<file path="config.mk">
export PLATFORM = sky130hd
export DESIGN_NAME = pattern_gen_top
export DESIGN_NICKNAME = d
export VERILOG_FILES = /design/src/design/pattern_gen_pkg.sv /design/src/design/pattern_gen_top.sv /design/src/design/frame_monitor.sv /design/src/design/seq_frame_gen.sv /design/src/design/gen_csr_wb.sv
export VERILOG_INCLUDE_DIRS = /design/src /design/src/design
export SDC_FILE = /design/constraint.sdc
export NUM_CORES = 1
export LEC_CHECK = 0
export ABC_AREA = 1
export BUFFER_PORTS_ARGS = -buffer_cell sky130_fd_sc_hd__buf_2
export CAP_MARGIN = 30
export CORE_MARGIN = 1
export CORE_UTILIZATION = 45
export CTS_BUF_LIST = sky130_fd_sc_hd__clkbuf_16
export DETAILED_ROUTE_END_ITERATION = 8
export GPL_TIMING_DRIVEN = 0
export PLACE_DENSITY = 0.69
export SLEW_MARGIN = 40
export SYNTH_ARGS = -nofsm -noshare
export SYNTH_HDL_FRONTEND = slang
export SYNTH_SLANG_ARGS = --single-unit
</file>
<file path="constraint.sdc">
create_clock -name clock -period 3.71 [get_ports clock]
set_clock_uncertainty 0.05 [all_clocks]
set_input_delay 0.1855 -clock clock [delete_from_list [all_inputs] [get_ports clock]]
set_output_delay 0.1855 -clock clock [all_outputs]
set_load 0.01 [all_outputs]
</file>
<file path="src/design/pattern_gen_config.svh">
// pattern generator configuration
// data width, register address width and register word addresses
// shared by the package and the register slave

`ifndef PATTERN_GEN_CONFIG_SVH
`define PATTERN_GEN_CONFIG_SVH

// stream data and wishbone data share one width
`define PG_DATA_W 32
// word address, seven registers in use
`define PG_ADDR_W 3

`define PG_REG_START  3'd0
`define PG_REG_LENGTH 3'd1
`define PG_REG_CTRL   3'd2
`define PG_REG_STATUS 3'd3
`define PG_REG_FRAMES 3'd4
`define PG_REG_BEATS  3'd5
`define PG_REG_CSUM   3'd6

`endif
</file>
<file path="src/design/pattern_gen_pkg.sv">
// pattern generator types
// data and address words, the stream beat, the wishbone request,
// the generator configuration and the generator state encoding

`include "pattern_gen_config.svh"

package pattern_gen_pkg;

    // one data or register word
    typedef logic [`PG_DATA_W-1:0] pg_data_t;
    // frame length in beats
    typedef logic [`PG_DATA_W-1:0] pg_len_t;
    // register word address
    typedef logic [`PG_ADDR_W-1:0] pg_addr_t;

    // one beat on the output stream
    typedef struct packed {
        pg_data_t data;
        logic     last;
    } stream_beat_t;

    // wishbone classic master to slave signals
    typedef struct packed {
        logic     cyc;
        logic     stb;
        logic     we;
        pg_addr_t adr;
        pg_data_t dat;
    } wb_req_t;

    // configuration seen by the generator
    typedef struct packed {
        pg_data_t start;
        pg_len_t  length;
        logic     repeat_mode;
    } gen_cfg_t;

    // generator fsm
    typedef enum logic {
        GEN_IDLE,
        GEN_SEND
    } gen_state_e;

endpackage

</file>
<file path="src/design/pattern_gen_top.sv">
// pattern generator top
// register slave, sequence frame generator and frame monitor
// wishbone register port in, valid/ready frame stream out

module pattern_gen_top
    import pattern_gen_pkg::*;
(
    input  logic         clock,
    input  logic         rst_n,
    input  wb_req_t      wb_req,
    output logic         wb_ack,
    output pg_data_t     wb_dat_r,
    output stream_beat_t out_beat,
    output logic         out_valid,
    input  logic         out_ready
);

    // slave to generator
    gen_cfg_t cfg;
    logic     start_pulse;
    logic     idle_ready;

    // monitor to slave
    pg_data_t frame_count;
    pg_data_t beat_count;
    pg_data_t frame_csum;

    gen_csr_wb u_csr (
        .clock       (clock),
        .rst_n       (rst_n),
        .wb_req      (wb_req),
        .wb_ack      (wb_ack),
        .wb_dat_r    (wb_dat_r),
        .cfg         (cfg),
        .start_pulse (start_pulse),
        .idle_ready  (idle_ready),
        .frame_count (frame_count),
        .beat_count  (beat_count),
        .frame_csum  (frame_csum)
    );

    seq_frame_gen u_gen (
        .clock       (clock),
        .rst_n       (rst_n),
        .cfg         (cfg),
        .start_pulse (start_pulse),
        .idle_ready  (idle_ready),
        .out_beat    (out_beat),
        .out_valid   (out_valid),
        .out_ready   (out_ready)
    );

    // taps the same stream the consumer sees
    frame_monitor u_mon (
        .clock       (clock),
        .rst_n       (rst_n),
        .mon_beat    (out_beat),
        .mon_valid   (out_valid),
        .mon_ready   (out_ready),
        .frame_count (frame_count),
        .beat_count  (beat_count),
        .frame_csum  (frame_csum)
    );

endmodule

</file>
<file path="src/design/frame_monitor.sv">
// stream frame monitor
// counts accepted beats and frames on the generator output and keeps
// the data sum of the most recently finished frame

module frame_monitor
    import pattern_gen_pkg::*;
(
    input  logic         clock,
    input  logic         rst_n,
    input  stream_beat_t mon_beat,
    input  logic         mon_valid,
    input  logic         mon_ready,
    output pg_data_t     frame_count,
    output pg_data_t     beat_count,
    output pg_data_t     frame_csum
);

    // running sum of the frame in progress
    pg_data_t sum_acc;
    pg_data_t sum_next;
    logic     xfer;

    // passive, only looks at the handshake
    assign xfer     = mon_valid && mon_ready;
    assign sum_next = sum_acc + mon_beat.data;

    // beat counter, wraps modulo 2^32
    always_ff @(posedge clock) begin
        if (!rst_n) begin
            beat_count <= '0;
        end else if (xfer) begin
            beat_count <= beat_count + pg_data_t'(1);
        end
    end

    // frame counter, one per last beat
    always_ff @(posedge clock) begin
        if (!rst_n) begin
            frame_count <= '0;
        end else if (xfer && mon_beat.last) begin
            frame_count <= frame_count + pg_data_t'(1);
        end
    end

    // checksum accumulate
    always_ff @(posedge clock) begin
        if (!rst_n) begin
            sum_acc    <= '0;
            frame_csum <= '0;
        end else if (xfer) begin
            if (mon_beat.last) begin
                // finished frame goes out, next one starts from zero
                frame_csum <= sum_next;
                sum_acc    <= '0;
            end else begin
                sum_acc <= sum_next;
            end
        end
    end

endmodule

</file>
<file path="src/design/seq_frame_gen.sv">
// sequence frame generator
// sends one frame per accepted start pulse on a valid/ready stream
// counting mode steps the data up by one per beat, repeat mode
// holds the start value; last marks the final beat of the frame

module seq_frame_gen
    import pattern_gen_pkg::*;
(
    input  logic         clock,
    input  logic         rst_n,
    input  gen_cfg_t     cfg,
    input  logic         start_pulse,
    output logic         idle_ready,
    output stream_beat_t out_beat,
    output logic         out_valid,
    input  logic         out_ready
);

    gen_state_e state;

    // frame settings held for the whole frame
    pg_len_t  lock_length;
    logic     lock_mode;

    // beats already sent in this frame
    pg_len_t  beat_cnt;
    pg_len_t  next_cnt;

    pg_data_t data_q;
    logic     last_q;

    logic     xfer;
    logic     launch;

    assign xfer     = out_valid && out_ready;
    // start only counts when idle and ready
    assign launch   = (state == GEN_IDLE) && idle_ready && start_pulse;
    assign next_cnt = beat_cnt + pg_len_t'(1);

    // control path
    always_ff @(posedge clock) begin
        if (!rst_n) begin
            state       <= GEN_IDLE;
            idle_ready  <= 1'b0;
            out_valid   <= 1'b0;
            last_q      <= 1'b0;
            beat_cnt    <= '0;
            lock_length <= '0;
            lock_mode   <= 1'b0;
        end else begin
            case (state)
                GEN_IDLE: begin
                    // ready comes up one cycle after reset
                    idle_ready <= 1'b1;
                    if (launch) begin
                        state       <= GEN_SEND;
                        idle_ready  <= 1'b0;
                        out_valid   <= 1'b1;
                        beat_cnt    <= '0;
                        lock_length <= cfg.length;
                        lock_mode   <= cfg.repeat_mode;
                        // length 0 or 1 is a single beat
                        last_q      <= (cfg.length < pg_len_t'(2));
                    end
                end
                GEN_SEND: begin
                    if (xfer) begin
                        if (last_q) begin
                            // frame done, back to idle on this edge
                            state      <= GEN_IDLE;
                            idle_ready <= 1'b1;
                            out_valid  <= 1'b0;
                            last_q     <= 1'b0;
                        end else begin
                            beat_cnt <= next_cnt;
                            last_q   <= (next_cnt == lock_length - pg_len_t'(1));
                        end
                    end
                end
                default: begin
                    state <= GEN_IDLE;
                end
            endcase
        end
    end

    // payload, loaded at launch and stepped on each transfer
    always_ff @(posedge clock) begin
        if (launch) begin
            data_q <= cfg.start;
        end else if ((state == GEN_SEND) && xfer && !lock_mode) begin
            // wraps modulo 2^32
            data_q <= data_q + pg_data_t'(1);
        end
    end

    // beat holds still under back-pressure
    assign out_beat.data = data_q;
    assign out_beat.last = last_q;

endmodule

</file>
<file path="src/design/gen_csr_wb.sv">
// generator register slave
// wishbone classic slave holding start value, frame length and mode
// a go write to CTRL turns into a one-cycle start pulse
// also reads back generator status and monitor counters

`include "pattern_gen_config.svh"

module gen_csr_wb
    import pattern_gen_pkg::*;
(
    input  logic     clock,
    input  logic     rst_n,
    input  wb_req_t  wb_req,
    output logic     wb_ack,
    output pg_data_t wb_dat_r,
    output gen_cfg_t cfg,
    output logic     start_pulse,
    input  logic     idle_ready,
    input  pg_data_t frame_count,
    input  pg_data_t beat_count,
    input  pg_data_t frame_csum
);

    // configuration registers
    pg_data_t start_q;
    pg_len_t  length_q;
    logic     mode_q;

    logic     pending;
    logic     wr_en;
    logic     rd_en;
    pg_data_t rd_data;

    // request waiting for its ack
    assign pending = wb_req.cyc && wb_req.stb && !wb_ack;
    assign wr_en   = pending && wb_req.we;
    assign rd_en   = pending && !wb_req.we;

    // single-cycle ack, one cycle after the request shows up
    always_ff @(posedge clock) begin
        if (!rst_n) begin
            wb_ack <= 1'b0;
        end else begin
            wb_ack <= pending;
        end
    end

    // register writes land on the same edge that raises ack
    always_ff @(posedge clock) begin
        if (!rst_n) begin
            start_q     <= '0;
            length_q    <= '0;
            mode_q      <= 1'b0;
            start_pulse <= 1'b0;
        end else begin
            // pulse lasts one cycle by default
            start_pulse <= 1'b0;
            if (wr_en) begin
                case (wb_req.adr)
                    `PG_REG_START:  start_q  <= wb_req.dat;
                    `PG_REG_LENGTH: length_q <= wb_req.dat;
                    `PG_REG_CTRL: begin
                        mode_q      <= wb_req.dat[1];
                        // busy generator drops this itself
                        start_pulse <= wb_req.dat[0];
                    end
                    // status and counters are read only
                    default: ;
                endcase
            end
        end
    end

    // read mux
    always_comb begin
        case (wb_req.adr)
            `PG_REG_START:  rd_data = start_q;
            `PG_REG_LENGTH: rd_data = length_q;
            // go always reads back 0
            `PG_REG_CTRL:   rd_data = pg_data_t'({mode_q, 1'b0});
            `PG_REG_STATUS: rd_data = pg_data_t'(!idle_ready);
            `PG_REG_FRAMES: rd_data = frame_count;
            `PG_REG_BEATS:  rd_data = beat_count;
            `PG_REG_CSUM:   rd_data = frame_csum;
            default:        rd_data = '0;
        endcase
    end

    // read data valid while ack is high, zero otherwise
    always_ff @(posedge clock) begin
        if (!rst_n) begin
            wb_dat_r <= '0;
        end else if (rd_en) begin
            wb_dat_r <= rd_data;
        end else begin
            wb_dat_r <= '0;
        end
    end

    // config goes straight to the generator
    assign cfg.start       = start_q;
    assign cfg.length      = length_q;
    assign cfg.repeat_mode = mode_q;

endmodule

</file>
==> flow_metrics.tcl, run 1 <==
set metrics [dict create \
    outcome "completed" \
    fin_util_pct 53.0 \
    synth_edf_count 32 \
    routed_wl_mm 66.3 \
    rows 73 \
    drt-pass1-iter-count 8 \
    r2r_start "u_gen.data_q[0]$_DFFE_PP_" \
    startpoint "wb_req[36]" \
    slew_violations 0 \
    swShare_pct 23.3 \
    power_mw 7.75 \
    cp_max_fo 10 \
    met3_length_mm 4.73 \
    htreeDepth 2 \
    cts_tree "yes" \
    min_period_over_period_pct 86.6 \
    cts_max_path_buffers 3 \
    synthCells 2705 \
    rsz0062_at_grt "no" \
    path_clk_slew_ns 0.06 \
    vias 19000 \
    area_growth_pct 15.5 \
    max_freq_mhz 311 \
    portBuffers 107 \
    finalSetupViolCount 0 \
    required_ns 4.09 \
    endpoint_kind "flip-flop" \
    synth_seq_cells 328 \
    yosys_warnings 0 \
    critPathCapture "u_csr.start_q[2]$_SDFFE_PN0P_" \
    fin_setup_tns_ns 0 \
    pre_cts_ws_ns 0.775 \
    rr_worst_depth 15 \
    diodes 0 \
    ys.flop_type "dfxtp_1" \
    die_area_um2 41500 \
    coreArea_um2 39900 \
    root_buffer "clkbuf_16" \
    hpwl_mm 52.2 \
    wl_met2_mm 30.9 \
    drtIter0Drc 1686 \
    hp-class "primary input to flip-flop" \
    multiInputGateArea_um2 9730 \
    worstReg2RegEnd "u_mon.sum_acc[22]$_SDFFE_PN0P_" \
    p_per_area_nw_per_um2 367 \
    cp_data_arrival_time_ns 3.59 \
    critPathLaunchType "primary input" \
    nets 2966 \
    syn_area_um2 18300 \
    slew-limit-headroom_pct 40.5 \
    die_h_um 204 \
    drive_gt1_share_pct 9.13 \
    intPower_mw 5.94 \
    cts.sinks 328 \
    ys_seq_area_share_pct 37.6 \
    grt.overflow.total 0 \
    clkPwrFrac_pct 49.7 \
    hold_viol 0 \
    postRouteAntennaNets 0 \
    clkLatencyLatePin_ns 0.56 \
    synthArstFlopShare_pct 0 \
    cts_resized 0 \
    register_area_um2 6890 \
    grt_pass1_vias 17600 \
    viasPerCell 5.51 \
    p_leak_nw 8.93 \
    grt_max_degree 19 \
    comb_power_share_pct 3.9 \
    routedWlPerCell_um 19.3 \
    cts_buffers 38 \
    peakVddDrop_v 0.000320 \
    nFillCells 3982 \
    worst_slew_pin_slew_ns 0.892 \
    initial_utilization_pct 45.8 \
    topRoutingLayerUsed "met4" \
    power_frac_seq_pct 46.4 \
    grt_pass1_wl_mm 100 \
    grt_antenna_before_repair 0 \
    synth.net_count 2783 \
    whs_ns 0.0412 \
    drc_errors 0 \
    syn_area_per_cell_um2 6.77 \
    gp_congestion 1.01 \
    wl_met1_mm 27.1 \
    die_w_um 204 \
    worst_slack_ns 0.496 \
    synth_cell_type_count 52 \
    maxCapViolCount 0 \
    r2r_slack_ns 0.79 \
    grtUsageTotal_pct 31.6 \
    switchingPower_mw 1.81 \
    critPathKind "primary input to flip-flop" \
    period_needed_ns 3.21 \
    io_pins 108 \
]
==> logic make-up after synthesis <==
family	synth area share (%)
AND/OR/NAND/NOR	29.3
AO/OA/AOI/OAI	17.2
buffers and inverters	9.32
flip-flops	37.6
XOR/XNOR	3.97
adder cells (fa/ha/maj)	2.57
==> cell usage after synthesis, drive strengths merged (2+ instances only) <==
| library cell | number | area share [%] |
|---|---|---|
| clkbuf | 81 | 1.7 |
| nor3 | 49 | 1.5 |
| nand4 | 41 | 1.5 |
| a211oi | 14 | 0.57 |
| nand3b | 6 | 0.25 |
| a2111oi | 2 | 0.096 |
| o21bai | 6 | 0.27 |
| buf | 11 | 0.36 |
| a21o | 8 | 0.33 |
| nor2 | 349 | 8.2 |
| ha | 36 | 2.5 |
| inv | 356 | 7.3 |
| nor4 | 20 | 0.75 |
| a21boi | 2 | 0.082 |
| o21ai | 229 | 6.3 |
| xnor2 | 23 | 1.1 |
| o221ai | 16 | 0.77 |
| a31oi | 18 | 0.62 |
| nor3b | 4 | 0.16 |
| a21oi | 239 | 6.6 |
| o21a | 2 | 0.082 |
| nand2 | 647 | 14 |
| edfxtp | 32 | 5.3 |
| nand3 | 109 | 3.2 |
| a221oi | 2 | 0.096 |
| o22ai | 40 | 1.4 |
| dfxtp | 296 | 32 |
| xor2 | 60 | 2.9 |
| o211ai | 2 | 0.082 |
==> layout by cell type, fill, tap and decap left out, drive strengths merged, types with 2 or more instances in the layout <==
| cell | synthesis | routed |
|---|---|---|
| a211oi | 14 | 14 |
| a2111oi | 2 | 2 |
| dfxtp | 296 | 296 |
| a31oi | 18 | 18 |
| nand4 | 41 | 41 |
| nor3 | 49 | 49 |
| edfxtp | 32 | 32 |
| clkbuf | 81 | 120 |
| o21bai | 6 | 6 |
| nand2 | 647 | 647 |
| xnor2 | 23 | 23 |
| o22ai | 40 | 40 |
| a21boi | 2 | 2 |
| o21ai | 229 | 229 |
| o21a | 2 | 2 |
| clkinvlp | 0 | 3 |
| xor2 | 60 | 60 |
| o211ai | 2 | 2 |
| nor4 | 20 | 20 |
| a21oi | 239 | 239 |
| buf | 11 | 120 |
| nand3 | 109 | 109 |
| nor3b | 4 | 4 |
| nand3b | 6 | 6 |
| dlygate4sd3 | 0 | 34 |
| bufinv | 0 | 5 |
| inv | 356 | 362 |
| nor2 | 349 | 349 |
| ha | 36 | 36 |
| clkinv | 0 | 14 |
| a221oi | 2 | 2 |
| o221ai | 16 | 16 |
| a21o | 8 | 8 |
==> state kept, by name, indices dropped and copies added (netlist names) <==
name,flops
u_gen.lock_mode,1
u_csr.wb_dat_r,32
u_gen.beat_cnt,32
u_gen.data_q,32
u_gen.idle_ready,1
u_gen.out_valid,1
u_csr.start_q,32
u_csr.length_q,32
u_gen.state,1
u_mon.frame_count,32
u_gen.lock_length,32
u_csr.mode_q,1
u_gen.last_q,1
u_mon.sum_acc,32
u_csr.wb_ack,1
u_mon.frame_csum,32
u_mon.beat_count,32
u_csr.start_pulse,1
==> worst min path at each step <==
stage	startpoint	to	slack, ns	cells after the start
6_report	wb_req[32]	u_csr.start_pulse$_SDFF_PN0_	0.04	4
5_1_grt	wb_req[32]	u_csr.start_pulse$_SDFF_PN0_	0.04	4
4_1_cts	wb_req[32]	u_csr.start_pulse$_SDFF_PN0_	0.009	4
3_5_place_dp	wb_req[26]	u_csr.length_q[26]$_SDFFE_PN0P_	0.39	3
3_3_place_gp	wb_req[2]	u_csr.start_q[2]$_SDFFE_PN0P_	0.39	3
2_1_floorplan	wb_req[1]	u_csr.start_q[1]$_SDFFE_PN0P_	0.27	2
==> stage by stage <==
stage / instance area (um^2) / std cells
after floorplan: 18300 / 2705
after global placement: 19500 / 3337
after detailed placement: 19500 / 3338
after CTS: 21100 / 3439
after global routing: 21100 / 3440
final: 21100 / 3440
==> layout make-up <==
class	instances	share of cell area, %
well taps	525	3.11
clock inverters	28	1.37
multi-input cells	1929	46.0
flip-flops and latches	328	32.6
plain buffers	92	1.75
repair buffers	143	4.27
inverters	356	6.32
clock buffers	39	4.62
==> what timing repair did <==
action                                  in CTS  in global routing
endpoints found under the setup margin       0                  0
hold buffers                                34                  0
buffers inserted                             0                  0
endpoints found under the hold margin       67                  0
==> per-layer routing <==
layer  track usage, %  vias to the layer above
li1                 -                     9221
met1             39.3                     8798
met2             53.1                      785
met3             3.99                      158
met4             16.8                        0
met5                0                        -
==> critical path, cell delays in order <==
cell and delay (ns):
dlygate4sd3_1 0.52, buf_2 0.10, nand2_1 0.04, dlygate4sd3_1 0.55, nor2_1 0.15, inv_1 0.08
nor2_1 0.39, inv_1 0.16, nor2_2 0.44, inv_1 0.11, buf_2 0.21, clkbuf_1 0.36
nor2_1 0.23, nor2_1 0.07
==> power groups by stage <==
stage	combinational (mW)	clock [mW]	sequential [mW]
final	0.301	3.86	3.59
after CTS	0.290	3.88	3.59
after global routing	0.317	4.04	3.59
after floorplan	0.140	0	3.67
after detailed placement	0.262	0	3.67
after global placement	0.260	0	3.67
No activity file was read; power rests on OpenSTA's default activity.
==> run 2, diff against run 1 <==
--- a/config.mk
+++ b/config.mk
@@ -14,7 +14,6 @@
 export CTS_BUF_LIST = sky130_fd_sc_hd__clkbuf_16
 export DETAILED_ROUTE_END_ITERATION = 8
 export GPL_TIMING_DRIVEN = 0
-export PLACE_DENSITY = 0.69
 export SLEW_MARGIN = 40
 export SYNTH_ARGS = -nofsm -noshare
 export SYNTH_HDL_FRONTEND = slang
==> run 2 against run 1 <==
  * Sequential share of layout area is 0.081 points higher
  * Die area stayed put
  * Final area is 0.25% lower
  * Via count hardly changed
  * Non-clock buffer count is 1 higher
  * Fmax is 2.3% higher
  * Critical path depth is 1 lower
  * Sequential power hardly changed
  * Critical endpoint is now u_csr.length_q[30]$_SDFFE_PN0P_
  * Largest cell class unchanged
==> flow_metrics.tcl, run 2 (synthesis gave the netlist of run 1 again) <==
set metrics [dict create \
    hold_viol 0 \
    whs_ns 0.0317 \
    dp_cells 3338 \
    final_area_um2 21100 \
    cp_common_cell "nor2_1" \
    drtIter0Drc 1730 \
    wl_met2_mm 33.4 \
    die_h_um 204 \
    grt_pass1_wl_mm 105 \
    worst_slack_ns 0.568 \
    hpwl_mm 55.8 \
    worstReg2RegEnd "u_mon.sum_acc[22]$_SDFFE_PN0P_" \
    cp_slowest_cell "dlygate4sd3_1" \
    die_area_um2 41500 \
    power_frac_seq_pct 47.1 \
    period_needed_ns 3.14 \
    topRoutingLayerUsed "met4" \
    routedWlPerCell_um 20.5 \
    routed_wl_mm 70.6 \
    timing.critical_path.depth 13 \
    io_pins 108 \
    coreArea_um2 39900 \
    fin_setup_tns_ns 0 \
    pre_cts_ws_ns 0.804 \
    rows 73 \
    cts_resized 0 \
    rsz0062_at_grt "no" \
    area_growth_pct 15.3 \
    dpl_cell_area_um2 19500 \
    r2r_start "u_gen.data_q[0]$_DFFE_PP_" \
    intPower_mw 5.83 \
    cp_data_arrival_time_ns 3.54 \
    maxCapViolCount 0 \
    post_cts_buffers 0 \
    grt.overflow.total 0 \
    final_cell_mix "nand2_1 (628), inv_1 (350), nor2_1 (307)" \
    clkPwrFrac_pct 48.8 \
    portBuffers 107 \
    vias 19000 \
    required_ns 4.11 \
    swShare_pct 23.6 \
    critPathLaunchType "primary input" \
    nets 2967 \
    clkLatencyLatePin_ns 0.56 \
    cp_max_fo 10 \
    cts_tree "yes" \
    cp_top_family "buffers and inverters" \
    switchingPower_mw 1.80 \
    startpoint "wb_req[36]" \
    power_mw 7.63 \
    critPathKind "primary input to flip-flop" \
    viasPerCell 5.51 \
    layout.cells.non_filler 3443 \
    max_freq_mhz 318 \
    gp_congestion 0.971 \
    wl_met1_mm 29.0 \
    drive_gt1_share_pct 9.05 \
    grt_antenna_before_repair 0 \
    r2r_slack_ns 0.75 \
    nFillCells 4028 \
    fin_util_pct 52.8 \
    multiInputGateArea_um2 9720 \
    drt-pass1-iter-count 6 \
    p_per_area_nw_per_um2 362 \
    grt_max_degree 18 \
    outcome "completed" \
    slew_violations 0 \
    final_common_cell "nand2_1" \
    path_clk_slew_ns 0.06 \
    rr_worst_depth 15 \
    met3_length_mm 4.73 \
    endpoint_kind "flip-flop" \
    cts.sinks 328 \
    finalSetupViolCount 0 \
    cts_buffers 38 \
    register_area_um2 6890 \
    die_w_um 204 \
    max_stage_delay_ns 0.54 \
    cts_max_path_buffers 3 \
    worst_slew_pin_slew_ns 1.03 \
    htreeDepth 2 \
    grt_pass1_vias 17500 \
    peakVddDrop_v 0.000280 \
    crit_chain "dlygate4sd3_1 -> buf_2 -> nand2_1 -> dlygate4sd3_1 -> nor2_1 -> inv_1 -> nor2_1 -> inv_1 -> nor2_2 -> inv_2 -> clkbuf_1 -> nor2_1 -> nor2_1" \
    hp-class "primary input to flip-flop" \
    initial_utilization_pct 45.8 \
    crit_buf_inv 7 \
    slew-limit-headroom_pct 29.7 \
    critPathCapture "u_csr.length_q[30]$_SDFFE_PN0P_" \
    root_buffer "clkbuf_16" \
    p_leak_nw 8.93 \
    drc_errors 0 \
    diodes 0 \
    min_period_over_period_pct 84.7 \
    postRouteAntennaNets 0 \
    comb_power_share_pct 4.1 \
    grtUsageTotal_pct 33.6 \
    postCtsHoldBufs 35 \
]
## run 2: cell types whose count changed in the layout (fill, tap and decap cells not counted), sizes merged
cell	change
bufinv	-2
clkbuf	+1
clkinv	+3
clkinvlp	-1
dlygate4sd3	+1
inv	+1
## run 2: worst min-delay path by stage
| stage | from | to | slack [ns] | cells after the start |
|---|---|---|---|---|
| 3_5_place_dp | wb_req[28] | u_csr.length_q[28]$_SDFFE_PN0P_ | 0.39 | 3 |
| 4_1_cts | wb_req[35] | u_csr.mode_q$_SDFFE_PN0P_ | 0.03 | 5 |
| 2_1_floorplan | wb_req[1] | u_csr.start_q[1]$_SDFFE_PN0P_ | 0.27 | 2 |
| 5_1_grt | wb_req[35] | u_csr.mode_q$_SDFFE_PN0P_ | 0.06 | 5 |
| 3_3_place_gp | wb_req[28] | u_csr.length_q[28]$_SDFFE_PN0P_ | 0.38 | 3 |
| 6_report | wb_req[35] | u_csr.mode_q$_SDFFE_PN0P_ | 0.03 | 5 |
## run 2: layout make-up
cell class	count	area share, %
Buffer	92	1.76
Multi-Input combinational cell	1929	46.1
Timing Repair Buffer	144	4.31
Sequential cell	328	32.7
Clock inverter	29	1.00
Inverter	356	6.34
Tap cell	525	3.11
Clock buffer	40	4.75
## run 2: per-layer routing
metal | vias up | global-route usage [%]
met1 | 8863 | 42.0
met5 | - | 0
met4 | 0 | 16.4
li1 | 9204 | -
met2 | 727 | 56.2
met3 | 161 | 4.99
## run 2: worst register-to-register path: cells and delay by family, from the launching register on
family | cells | cell delay [ns]
AOI/OAI and AO/OA | 3 | 0.56
xor gates and xnor gates | 1 | 0.23
adders and majority gates | 2 | 0.69
DFF | 1 | 0.49
and+or+nand+nor | 9 | 0.88
## run 2: power groups by stage
stage | clock [mW] | sequential (mW) | combinational [mW]
2_1_floorplan | 0 | 3.67 | 0.140
3_3_place_gp | 0 | 3.67 | 0.268
3_5_place_dp | 0 | 3.67 | 0.270
4_1_cts | 3.77 | 3.59 | 0.299
5_1_grt | 3.92 | 3.59 | 0.327
6_report | 3.73 | 3.59 | 0.310
